## config.mk

```make
export PLATFORM = sky130hd
export DESIGN_NAME = msx_slots
export DESIGN_NICKNAME = d
export VERILOG_FILES = /design/src/common/msx_pkg.sv /design/src/slots/slot_expander.sv /design/src/slots/slot_layout_table.sv /design/src/mappers/mapper_bank.sv /design/src/logic/sdram_request.sv /design/src/logic/msx_slots.sv
export SDC_FILE = /design/constraint.sdc
export NUM_CORES = 2
export LEC_CHECK = 0
export BUFFER_PORTS_ARGS = -buffer_cell sky130_fd_sc_hd__clkbuf_2
export CORE_ASPECT_RATIO = 1.25
export CORE_MARGIN = 8
export CORE_UTILIZATION = 45
export CTS_CLUSTER_DIAMETER = 80
export DETAILED_ROUTE_END_ITERATION = 12
export GPL_TIMING_DRIVEN = 0
export HOLD_SLACK_MARGIN = 0.08
export PLACE_DENSITY = 0.65
export REMOVE_ABC_BUFFERS = 1
export SYNTH_ARGS = -nofsm -noshare
export SYNTH_HDL_FRONTEND = slang
export SYNTH_SLANG_ARGS = --single-unit
```

## constraint.sdc

```tcl
create_clock -name clk_sdram -period 40.7 [get_ports clk_sdram]
set_clock_uncertainty 0.05 [all_clocks]
set_input_delay 6.105 -clock clk_sdram [delete_from_list [all_inputs] [get_ports clk_sdram]]
set_output_delay 6.105 -clock clk_sdram [all_outputs]
set_load 0.02 [all_outputs]
```

## src/common/msx_pkg.sv

```systemverilog
package msx_pkg;

    localparam int addr_w         = 27;     // Flat SDRAM address space
    localparam int layout_entries = 64;     // Slot x subslot x page
    localparam int region_entries = 16;
    localparam int kind_w         = 2;
    localparam int ref_w          = 4;      // Region reference
    localparam int blocks_w       = 8;      // Region size in 16K blocks
    localparam int page_w         = 14;     // 16K page / block
    localparam int bank8_w        = 13;     // 8K bank window of ascii8

    // Two cartridge bank sets, picked by bit 0 of the region reference
    localparam int cart_w   = 1;
    localparam int cart_bit = 0;

    // Mapper kinds
    localparam logic [kind_w-1:0] kind_none    = 2'd0;
    localparam logic [kind_w-1:0] kind_linear  = 2'd1;  // Plain RAM or ROM
    localparam logic [kind_w-1:0] kind_ascii8  = 2'd2;
    localparam logic [kind_w-1:0] kind_ascii16 = 2'd3;

    // Layout word, kind in 5:4 and region reference in 3:0
    localparam int layout_w        = 6;
    localparam int layout_kind_lsb = 4;
    localparam int layout_ref_lsb  = 0;

    // Region word, base 26:0, blocks 34:27, read-only 35
    localparam int region_w          = 36;
    localparam int region_base_lsb   = 0;
    localparam int region_blocks_lsb = 27;
    localparam int region_ro_bit     = 35;

    localparam logic [15:0] expander_addr = 16'hFFFF;  // Secondary slot register
    localparam logic [7:0]  unmapped_data = 8'hFF;

    // Request sequencer states
    localparam logic [1:0] st_idle   = 2'd0;
    localparam logic [1:0] st_decide = 2'd1;  // Captured, lookups settle
    localparam logic [1:0] st_mem    = 2'd2;  // Waiting for mem_ready
    localparam logic [1:0] st_done   = 2'd3;  // cpu_ready cycle

endpackage

```

## src/slots/slot_expander.sv

```systemverilog
module slot_expander (
    input  logic        clk_sdram,
    input  logic        rst_n,
    input  logic [1:0]  active_slot,
    input  logic [3:0]  expander_en,   // One bit per primary slot
    input  logic [15:0] req_addr,
    input  logic        req_wr,
    input  logic [7:0]  req_wdata,
    input  logic        req_take,
    output logic        hit,
    output logic [1:0]  subslot,
    output logic [7:0]  rdata
);

    logic [7:0] sub_reg [4];  // Secondary slot register per primary slot
    logic [7:0] cur_reg;

    assign cur_reg = sub_reg[active_slot];

    // FFFF belongs to the expander only on an expanded slot
    assign hit = expander_en[active_slot] && (req_addr == msx_pkg::expander_addr);

    always_ff @(posedge clk_sdram or negedge rst_n) begin
        if (!rst_n) begin
            for (int i = 0; i < 4; i++) begin
                sub_reg[i] <= 8'h00;
            end
        end else if (req_take && hit && req_wr) begin
            sub_reg[active_slot] <= req_wdata;
        end
    end

    // Two bits per 16K page, page taken from address 15:14
    always_comb begin
        if (!expander_en[active_slot]) begin
            subslot = 2'd0;                          // Flat slot, subslot 0
        end else begin
            subslot = cur_reg[2*req_addr[15:14] +: 2];
        end
    end

    assign rdata = ~cur_reg;  // Readback is inverted on MSX

endmodule

```

## src/slots/slot_layout_table.sv

```systemverilog
module slot_layout_table (
    input  logic                         clk_sdram,
    input  logic                         rst_n,
    input  logic                         cfg_we,
    input  logic                         cfg_sel,        // 0 layout, 1 region
    input  logic [5:0]                   cfg_index,
    input  logic [msx_pkg::region_w-1:0] cfg_data,
    input  logic [5:0]                   layout_id,      // {slot, subslot, page}
    output logic [msx_pkg::kind_w-1:0]   kind,
    output logic [msx_pkg::ref_w-1:0]    region_ref,
    output logic [msx_pkg::addr_w-1:0]   region_base,
    output logic [msx_pkg::blocks_w-1:0] region_blocks,
    output logic                         region_ro
);

    logic [msx_pkg::layout_w-1:0]       layout_mem [msx_pkg::layout_entries];
    logic [msx_pkg::layout_entries-1:0] layout_set;  // Entry has been loaded
    logic [msx_pkg::region_w-1:0]       region_mem [msx_pkg::region_entries];
    logic [msx_pkg::layout_w-1:0]       entry;
    logic [msx_pkg::region_w-1:0]       region;

    always_ff @(posedge clk_sdram or negedge rst_n) begin
        if (!rst_n) begin
            layout_set <= '0;
        end else if (cfg_we && !cfg_sel) begin
            layout_set[cfg_index] <= 1'b1;
        end
    end

    // Table storage
    always_ff @(posedge clk_sdram) begin
        if (cfg_we && !cfg_sel) begin
            layout_mem[cfg_index] <= cfg_data[msx_pkg::layout_w-1:0];
        end
        if (cfg_we && cfg_sel) begin
            region_mem[cfg_index[msx_pkg::ref_w-1:0]] <= cfg_data;  // 16 regions
        end
    end

    assign entry = layout_mem[layout_id];

    // Unloaded entries decode as unmapped
    always_comb begin
        if (layout_set[layout_id]) begin
            kind       = entry[msx_pkg::layout_kind_lsb +: msx_pkg::kind_w];
            region_ref = entry[msx_pkg::layout_ref_lsb +: msx_pkg::ref_w];
        end else begin
            kind       = msx_pkg::kind_none;
            region_ref = '0;
        end
    end

    // Second level, region referenced by the entry
    assign region        = region_mem[region_ref];
    assign region_base   = region[msx_pkg::region_base_lsb +: msx_pkg::addr_w];
    assign region_blocks = region[msx_pkg::region_blocks_lsb +: msx_pkg::blocks_w];
    assign region_ro     = region[msx_pkg::region_ro_bit];

endmodule

```

## src/mappers/mapper_bank.sv

```systemverilog
module mapper_bank (
    input  logic                       clk_sdram,
    input  logic                       rst_n,
    input  logic [msx_pkg::kind_w-1:0] kind,
    input  logic [msx_pkg::cart_w-1:0] cart,
    input  logic [15:0]                req_addr,
    input  logic                       req_wr,
    input  logic [7:0]                 req_wdata,
    input  logic                       req_take,
    output logic                       reg_hit,    // Bank register write
    output logic [msx_pkg::addr_w-1:0] offset      // Offset inside the region
);

    logic [7:0] bank8  [2**msx_pkg::cart_w][4];  // ascii8 banks per cartridge
    logic [7:0] bank16 [2**msx_pkg::cart_w][2];  // ascii16 banks per cartridge
    logic [1:0] win;                             // 8K window inside 4000-BFFF
    logic       hit8;
    logic       hit16;
    logic [7:0] sel8;
    logic [7:0] sel16;

    // Address relative to 4000, so pages 1-2 map banks 0-3
    assign win = req_addr[14:13] - 2'b10;

    // ascii8 registers in 6000-7FFF
    assign hit8 = (kind == msx_pkg::kind_ascii8) && (req_addr[15:13] == 3'b011);

    // ascii16 registers in 6000-67FF and 7000-77FF
    assign hit16 = (kind == msx_pkg::kind_ascii16) && (req_addr[15:13] == 3'b011)
                   && !req_addr[11];

    assign reg_hit = req_wr && (hit8 || hit16);

    always_ff @(posedge clk_sdram or negedge rst_n) begin
        if (!rst_n) begin
            for (int c = 0; c < 2**msx_pkg::cart_w; c++) begin
                for (int b = 0; b < 4; b++) begin
                    bank8[c][b] <= 8'(b);          // Banks start at their index
                end
                bank16[c][0] <= 8'd0;
                bank16[c][1] <= 8'd1;
            end
        end else if (req_take && reg_hit) begin
            if (hit8) begin
                bank8[cart][req_addr[12:11]] <= req_wdata;  // Bits 12:11 pick bank
            end else begin
                bank16[cart][req_addr[12]] <= req_wdata;   // 6xxx bank 0, 7xxx bank 1
            end
        end
    end

    assign sel8  = bank8[cart][win];
    assign sel16 = bank16[cart][win[1]];

    // Bank times bank size plus in-bank address
    always_comb begin
        case (kind)
            msx_pkg::kind_ascii8: begin
                offset = msx_pkg::addr_w'({sel8, req_addr[msx_pkg::bank8_w-1:0]});
            end
            msx_pkg::kind_ascii16: begin
                offset = msx_pkg::addr_w'({sel16, req_addr[msx_pkg::page_w-1:0]});
            end
            msx_pkg::kind_linear: begin
                offset = msx_pkg::addr_w'(req_addr);  // Page x 16K plus 13:0
            end
            default: begin
                offset = '0;                          // Unmapped
            end
        endcase
    end

endmodule

```

## src/logic/sdram_request.sv

```systemverilog
module sdram_request (
    input  logic                         clk_sdram,
    input  logic                         rst_n,
    // CPU side
    input  logic                         cpu_valid,
    input  logic [15:0]                  cpu_addr,
    input  logic                         cpu_wr,
    input  logic [7:0]                   cpu_wdata,
    output logic                         cpu_ready,
    output logic [7:0]                   cpu_rdata,
    // Captured request for the lookups
    output logic [15:0]                  req_addr,
    output logic                         req_wr,
    output logic [7:0]                   req_wdata,
    output logic                         req_take,
    // Lookup results
    input  logic                         exp_hit,
    input  logic [7:0]                   exp_rdata,
    input  logic [msx_pkg::kind_w-1:0]   kind,
    input  logic                         reg_hit,
    input  logic [msx_pkg::addr_w-1:0]   region_base,
    input  logic [msx_pkg::blocks_w-1:0] region_blocks,
    input  logic                         region_ro,
    input  logic [msx_pkg::addr_w-1:0]   offset,
    // Memory side
    output logic                         mem_valid,
    output logic [msx_pkg::addr_w-1:0]   mem_addr,
    output logic                         mem_wr,
    output logic [7:0]                   mem_wdata,
    input  logic                         mem_ready,
    input  logic [7:0]                   mem_rdata
);

    logic [1:0]                                    state;
    logic                                          fast;  // No memory cycle
    logic [msx_pkg::addr_w-msx_pkg::page_w-1:0]    blk;   // Wrapped 16K block

    assign req_take  = (state == msx_pkg::st_decide);  // One cycle per request
    assign cpu_ready = (state == msx_pkg::st_done);

    // Expander, unmapped, bank register and read-only writes end here
    assign fast = exp_hit || (kind == msx_pkg::kind_none) || reg_hit
                  || (req_wr && region_ro);

    // Offset wraps modulo the region size, block index only
    always_comb begin
        if (region_blocks == '0) begin
            blk = offset[msx_pkg::addr_w-1:msx_pkg::page_w];
        end else begin
            blk = offset[msx_pkg::addr_w-1:msx_pkg::page_w] % region_blocks;
        end
    end

    always_ff @(posedge clk_sdram or negedge rst_n) begin
        if (!rst_n) begin
            state     <= msx_pkg::st_idle;
            mem_valid <= 1'b0;
        end else begin
            case (state)
                msx_pkg::st_idle: begin
                    if (cpu_valid) state <= msx_pkg::st_decide;
                end
                msx_pkg::st_decide: begin
                    if (fast) begin
                        state <= msx_pkg::st_done;
                    end else begin
                        state     <= msx_pkg::st_mem;
                        mem_valid <= 1'b1;        // Held until mem_ready
                    end
                end
                msx_pkg::st_mem: begin
                    if (mem_ready) begin
                        mem_valid <= 1'b0;
                        state     <= msx_pkg::st_done;
                    end
                end
                default: state <= msx_pkg::st_idle;  // cpu_valid drops now
            endcase
        end
    end

    // Request and memory payload
    always_ff @(posedge clk_sdram) begin
        if (state == msx_pkg::st_idle && cpu_valid) begin
            req_addr  <= cpu_addr;
            req_wr    <= cpu_wr;
            req_wdata <= cpu_wdata;
        end
        if (state == msx_pkg::st_decide) begin
            mem_addr  <= region_base + {blk, offset[msx_pkg::page_w-1:0]};
            mem_wr    <= req_wr;
            mem_wdata <= req_wdata;
            cpu_rdata <= exp_hit ? exp_rdata : msx_pkg::unmapped_data;
        end
        if (state == msx_pkg::st_mem && mem_ready) begin
            cpu_rdata <= mem_rdata;                // Transfer cycle data
        end
    end

endmodule

```

## src/logic/msx_slots.sv

```systemverilog
module msx_slots (
    input  logic                         clk_sdram,
    input  logic                         rst_n,
    // CPU side
    input  logic                         cpu_valid,
    input  logic [15:0]                  cpu_addr,
    input  logic                         cpu_wr,
    input  logic [7:0]                   cpu_wdata,
    output logic                         cpu_ready,
    output logic [7:0]                   cpu_rdata,
    // Table configuration
    input  logic                         cfg_we,
    input  logic                         cfg_sel,
    input  logic [5:0]                   cfg_index,
    input  logic [msx_pkg::region_w-1:0] cfg_data,
    // SDRAM side
    output logic                         mem_valid,
    output logic [msx_pkg::addr_w-1:0]   mem_addr,
    output logic                         mem_wr,
    output logic [7:0]                   mem_wdata,
    input  logic                         mem_ready,
    input  logic [7:0]                   mem_rdata,
    // Slot selection
    input  logic [1:0]                   active_slot,
    input  logic [3:0]                   expander_en
);

    logic [15:0]                  req_addr;
    logic                         req_wr;
    logic [7:0]                   req_wdata;
    logic                         req_take;
    logic                         exp_hit;
    logic [1:0]                   subslot;
    logic [7:0]                   exp_rdata;
    logic [5:0]                   layout_id;
    logic [msx_pkg::kind_w-1:0]   kind;
    logic [msx_pkg::ref_w-1:0]    region_ref;
    logic [msx_pkg::addr_w-1:0]   region_base;
    logic [msx_pkg::blocks_w-1:0] region_blocks;
    logic                         region_ro;
    logic                         reg_hit;
    logic [msx_pkg::addr_w-1:0]   offset;

    assign layout_id = {active_slot, subslot, req_addr[15:14]};  // Slot, subslot, page

    slot_expander expander_i (
        .clk_sdram   (clk_sdram),
        .rst_n       (rst_n),
        .active_slot (active_slot),
        .expander_en (expander_en),
        .req_addr    (req_addr),
        .req_wr      (req_wr),
        .req_wdata   (req_wdata),
        .req_take    (req_take),
        .hit         (exp_hit),
        .subslot     (subslot),
        .rdata       (exp_rdata)
    );

    slot_layout_table table_i (
        .clk_sdram     (clk_sdram),
        .rst_n         (rst_n),
        .cfg_we        (cfg_we),
        .cfg_sel       (cfg_sel),
        .cfg_index     (cfg_index),
        .cfg_data      (cfg_data),
        .layout_id     (layout_id),
        .kind          (kind),
        .region_ref    (region_ref),
        .region_base   (region_base),
        .region_blocks (region_blocks),
        .region_ro     (region_ro)
    );

    // Cartridge bank set from bit 0 of the region reference
    mapper_bank mapper_i (
        .clk_sdram (clk_sdram),
        .rst_n     (rst_n),
        .kind      (kind),
        .cart      (region_ref[msx_pkg::cart_bit +: msx_pkg::cart_w]),
        .req_addr  (req_addr),
        .req_wr    (req_wr),
        .req_wdata (req_wdata),
        .req_take  (req_take),
        .reg_hit   (reg_hit),
        .offset    (offset)
    );

    sdram_request request_i (
        .clk_sdram     (clk_sdram),
        .rst_n         (rst_n),
        .cpu_valid     (cpu_valid),
        .cpu_addr      (cpu_addr),
        .cpu_wr        (cpu_wr),
        .cpu_wdata     (cpu_wdata),
        .cpu_ready     (cpu_ready),
        .cpu_rdata     (cpu_rdata),
        .req_addr      (req_addr),
        .req_wr        (req_wr),
        .req_wdata     (req_wdata),
        .req_take      (req_take),
        .exp_hit       (exp_hit),
        .exp_rdata     (exp_rdata),
        .kind          (kind),
        .reg_hit       (reg_hit),
        .region_base   (region_base),
        .region_blocks (region_blocks),
        .region_ro     (region_ro),
        .offset        (offset),
        .mem_valid     (mem_valid),
        .mem_addr      (mem_addr),
        .mem_wr        (mem_wr),
        .mem_wdata     (mem_wdata),
        .mem_ready     (mem_ready),
        .mem_rdata     (mem_rdata)
    );

endmodule

```

==> results.toml <==
[worst_setup_path]
end_kind = "register"
critPathRequiredTime_ps = 41100
worst_r2r_endpoint = "request_i.mem_addr[26]"
crit_path_start_kind = "input port"
critPathKind = "in2reg"
r2r-start = "request_i.req_addr[14]"
path_max_fanout = 65
slowest_delay_ps = 610
cp.arrival_ps = 38710
r2r_setup_slack_ps = 6540
crit_slowest_cell = "a221oi_1"
cp_num_buf_inv = 11
path_common_cell = "o21a_1"
reg2reg_depth = 143
crit_family = "compound AO/OA/AOI/OAI gates"

[placement]
gp_congestion = 0.927
place_area_um2 = 58400
io_buffers = 132
dpl_worst_slack_ps = -374
hpwlAfterDp_um = 100000
dpl.cell_count = 5565

[clock_network]
cts_tree = "yes"
hold_buffers = 0
numCtsBuffers = 115
clk_pin_slew_ps = 60
clk_path_buf_depth = 3
htree_levels = 3
cts_root_buf = "clkbuf_16"
clock-sinks = 1224
clk_latency_ps = 780

[global_route]
grt_pass1_wl_um = 222000
grt_max_degree = 103
antenna_found_initial = 10
grt_util_all_layers = 0.221
grt_pass1_vias = 34500
overflow = 0

[synthesis]
ys.flop_type = "edfxtp_1"
synth.most_common_cell = "edfxtp_1"
synthAdderAreaFrac = 0.0257
synthCells = 3938
synthTopCellsByArea = "edfxtp_1 (57%), dfrtp_1 (8.5%), mux2_2 (3.5%)"
ys_seq_elements = 1224
synth_top_cell_by_area = "edfxtp_1"
synth_top_family_by_area = "multiplexers"
ys_types = 107
netlist_top_cells_count = "edfxtp_1 (1,029), nand2_1 (454), nor2_1 (211)"
syn_avg_cell_area_um2 = 13.9
synth-simple-area-share = 0.0955
synth_xor_xnor_area_share = 0.00834
synth_edf_count = 1029
ys_seq_area_frac = 0.655
synthDominantCellAreaShare = 0.566
synthMuxAreaShare = 0.0979
synthArstFlopShare = 0.159
yosys_warnings = 0
synth_area_um2 = 54600
synth_compound_area_frac = 0.0969

[floorplan]
pin_count = 133
placementRows = 143
die_h_um = 406
die_w_um = 328
dieArea_um2 = 133000
core-area_um2 = 121000
initial_core_util = 0.452

[finish]
nets = 4299
final_cells = 5798
area_growth_pct = 13.9
nFillCells = 10000
postLayoutCellArea_um2 = 62200
drive_above_1_share = 0.191
largest_reg_flops = 576

[sta]
hold_violations = 0
fin_tns_setup_ps = 0
rsz0062_at_grt = "false"
final_max_slew_viol_count = 0
finalCriticalPeriod_ps = 38310
timing.final.crit_share = 0.941
tightestPinTransition_ps = 1310
relSlewSlack = 0.126
setup_viol = 0
max_freq_mhz = 26.1
fin_ws_ps = 2390

[drt]
drt_iter0_drc = 3733
route.detailed.drc = 0
wl_per_cell_um = 26.2
vias = 34900
dr.pass1.iters = 7
ant_nets = 0
viasPerCell = 6.03
drt-total-wl_um = 152000

[hold_path]
worstHoldStart = "table_i.layout_set[17]"
hp-class = "reg2reg"
hold_depth = 1
holdPathEnd = "table_i.layout_set[17]"

[run_status]
status = "finished, final reports clean"

[run]
maxCapViolCount = 0
## kinds of logic after synthesis
kind of cell	count (synthesis)
muxes	416
and+or+nand+nor	1105
other	1
DFF	1224
xor gates and xnor gates	52
buffers and inverters	266
AOI/OAI and AO/OA	763
adders and majority gates	111
## repair_timing
item | in CTS | in global routing
resized for setup | 0 | 15
setup endpoints to repair | 0 | 13
buffers inserted | 0 | 10
## cells in the final DEF, fill, tap and decap left out, types with 34 or more instances in the layout
master	Yosys	routed
clkbuf_2	0	123
o22ai_1	63	62
and3_1	36	36
a21oi_1	147	146
clkbuf_16	0	115
o211ai_1	34	34
mux2i_1	165	164
o21ai_0	132	131
ha_1	109	108
mux2_2	172	172
nor3_1	72	68
nand3_1	79	78
or2_2	75	75
inv_1	67	67
nand2_1	454	451
dfrtp_1	185	185
nor2_1	211	193
mux4_2	76	76
o21a_1	36	36
edfxtp_1	1029	1029
a31oi_1	36	35
## how the worst max path moves through the flow
| stage | startpoint | to | slack [ps] | cells past startpoint |
|---|---|---|---|---|
| 6_report | active_slot[1] | request_i.mem_addr[26] | 2390 | 144 |
| 5_1_grt | active_slot[1] | request_i.mem_addr[26] | 30 | 145 |
| 3_5_place_dp | active_slot[1] | request_i.mem_addr[26] | -370 | 143 |
| 3_3_place_gp | request_i.req_addr[14] | request_i.mem_addr[26] | -10680 | 130 |
| 4_1_cts | active_slot[1] | request_i.mem_addr[26] | 290 | 143 |
| 2_1_floorplan | active_slot[0] | request_i.mem_addr[26] | 2520 | 128 |
## metal layers
layer  global-route usage  vias to the layer above  wire, um
met1                0.279                    17500     58500
met2                0.370                     1585     73800
met5                    0                        -        37
met3               0.0388                      365     11400
met4                0.107                        6      8060
li1                     -                    15500         -
## per-stage QoR
stage	hold slack, ps	utilization
global route	428	0.514
detailed placement	398	0.483
floorplan	384	-
finish	410	0.514
CTS	413	0.513
global placement	392	0.467
## layout make-up
class	instances	area, um2	area share
Sequential cell	1224	35800	0.575
Multi-Input combinational cell	2456	18000	0.290
Clock buffer	146	3030	0.0488
Timing Repair Buffer	235	2470	0.0396
Tap cell	1595	2000	0.0321
Clock inverter	69	602	0.00967
Inverter	69	259	0.00416
Antenna cell	4	10.0	0.000161
Power is not shown: default switching activity piles up to over one toggle a cycle in this logic, so the estimate is an artifact.
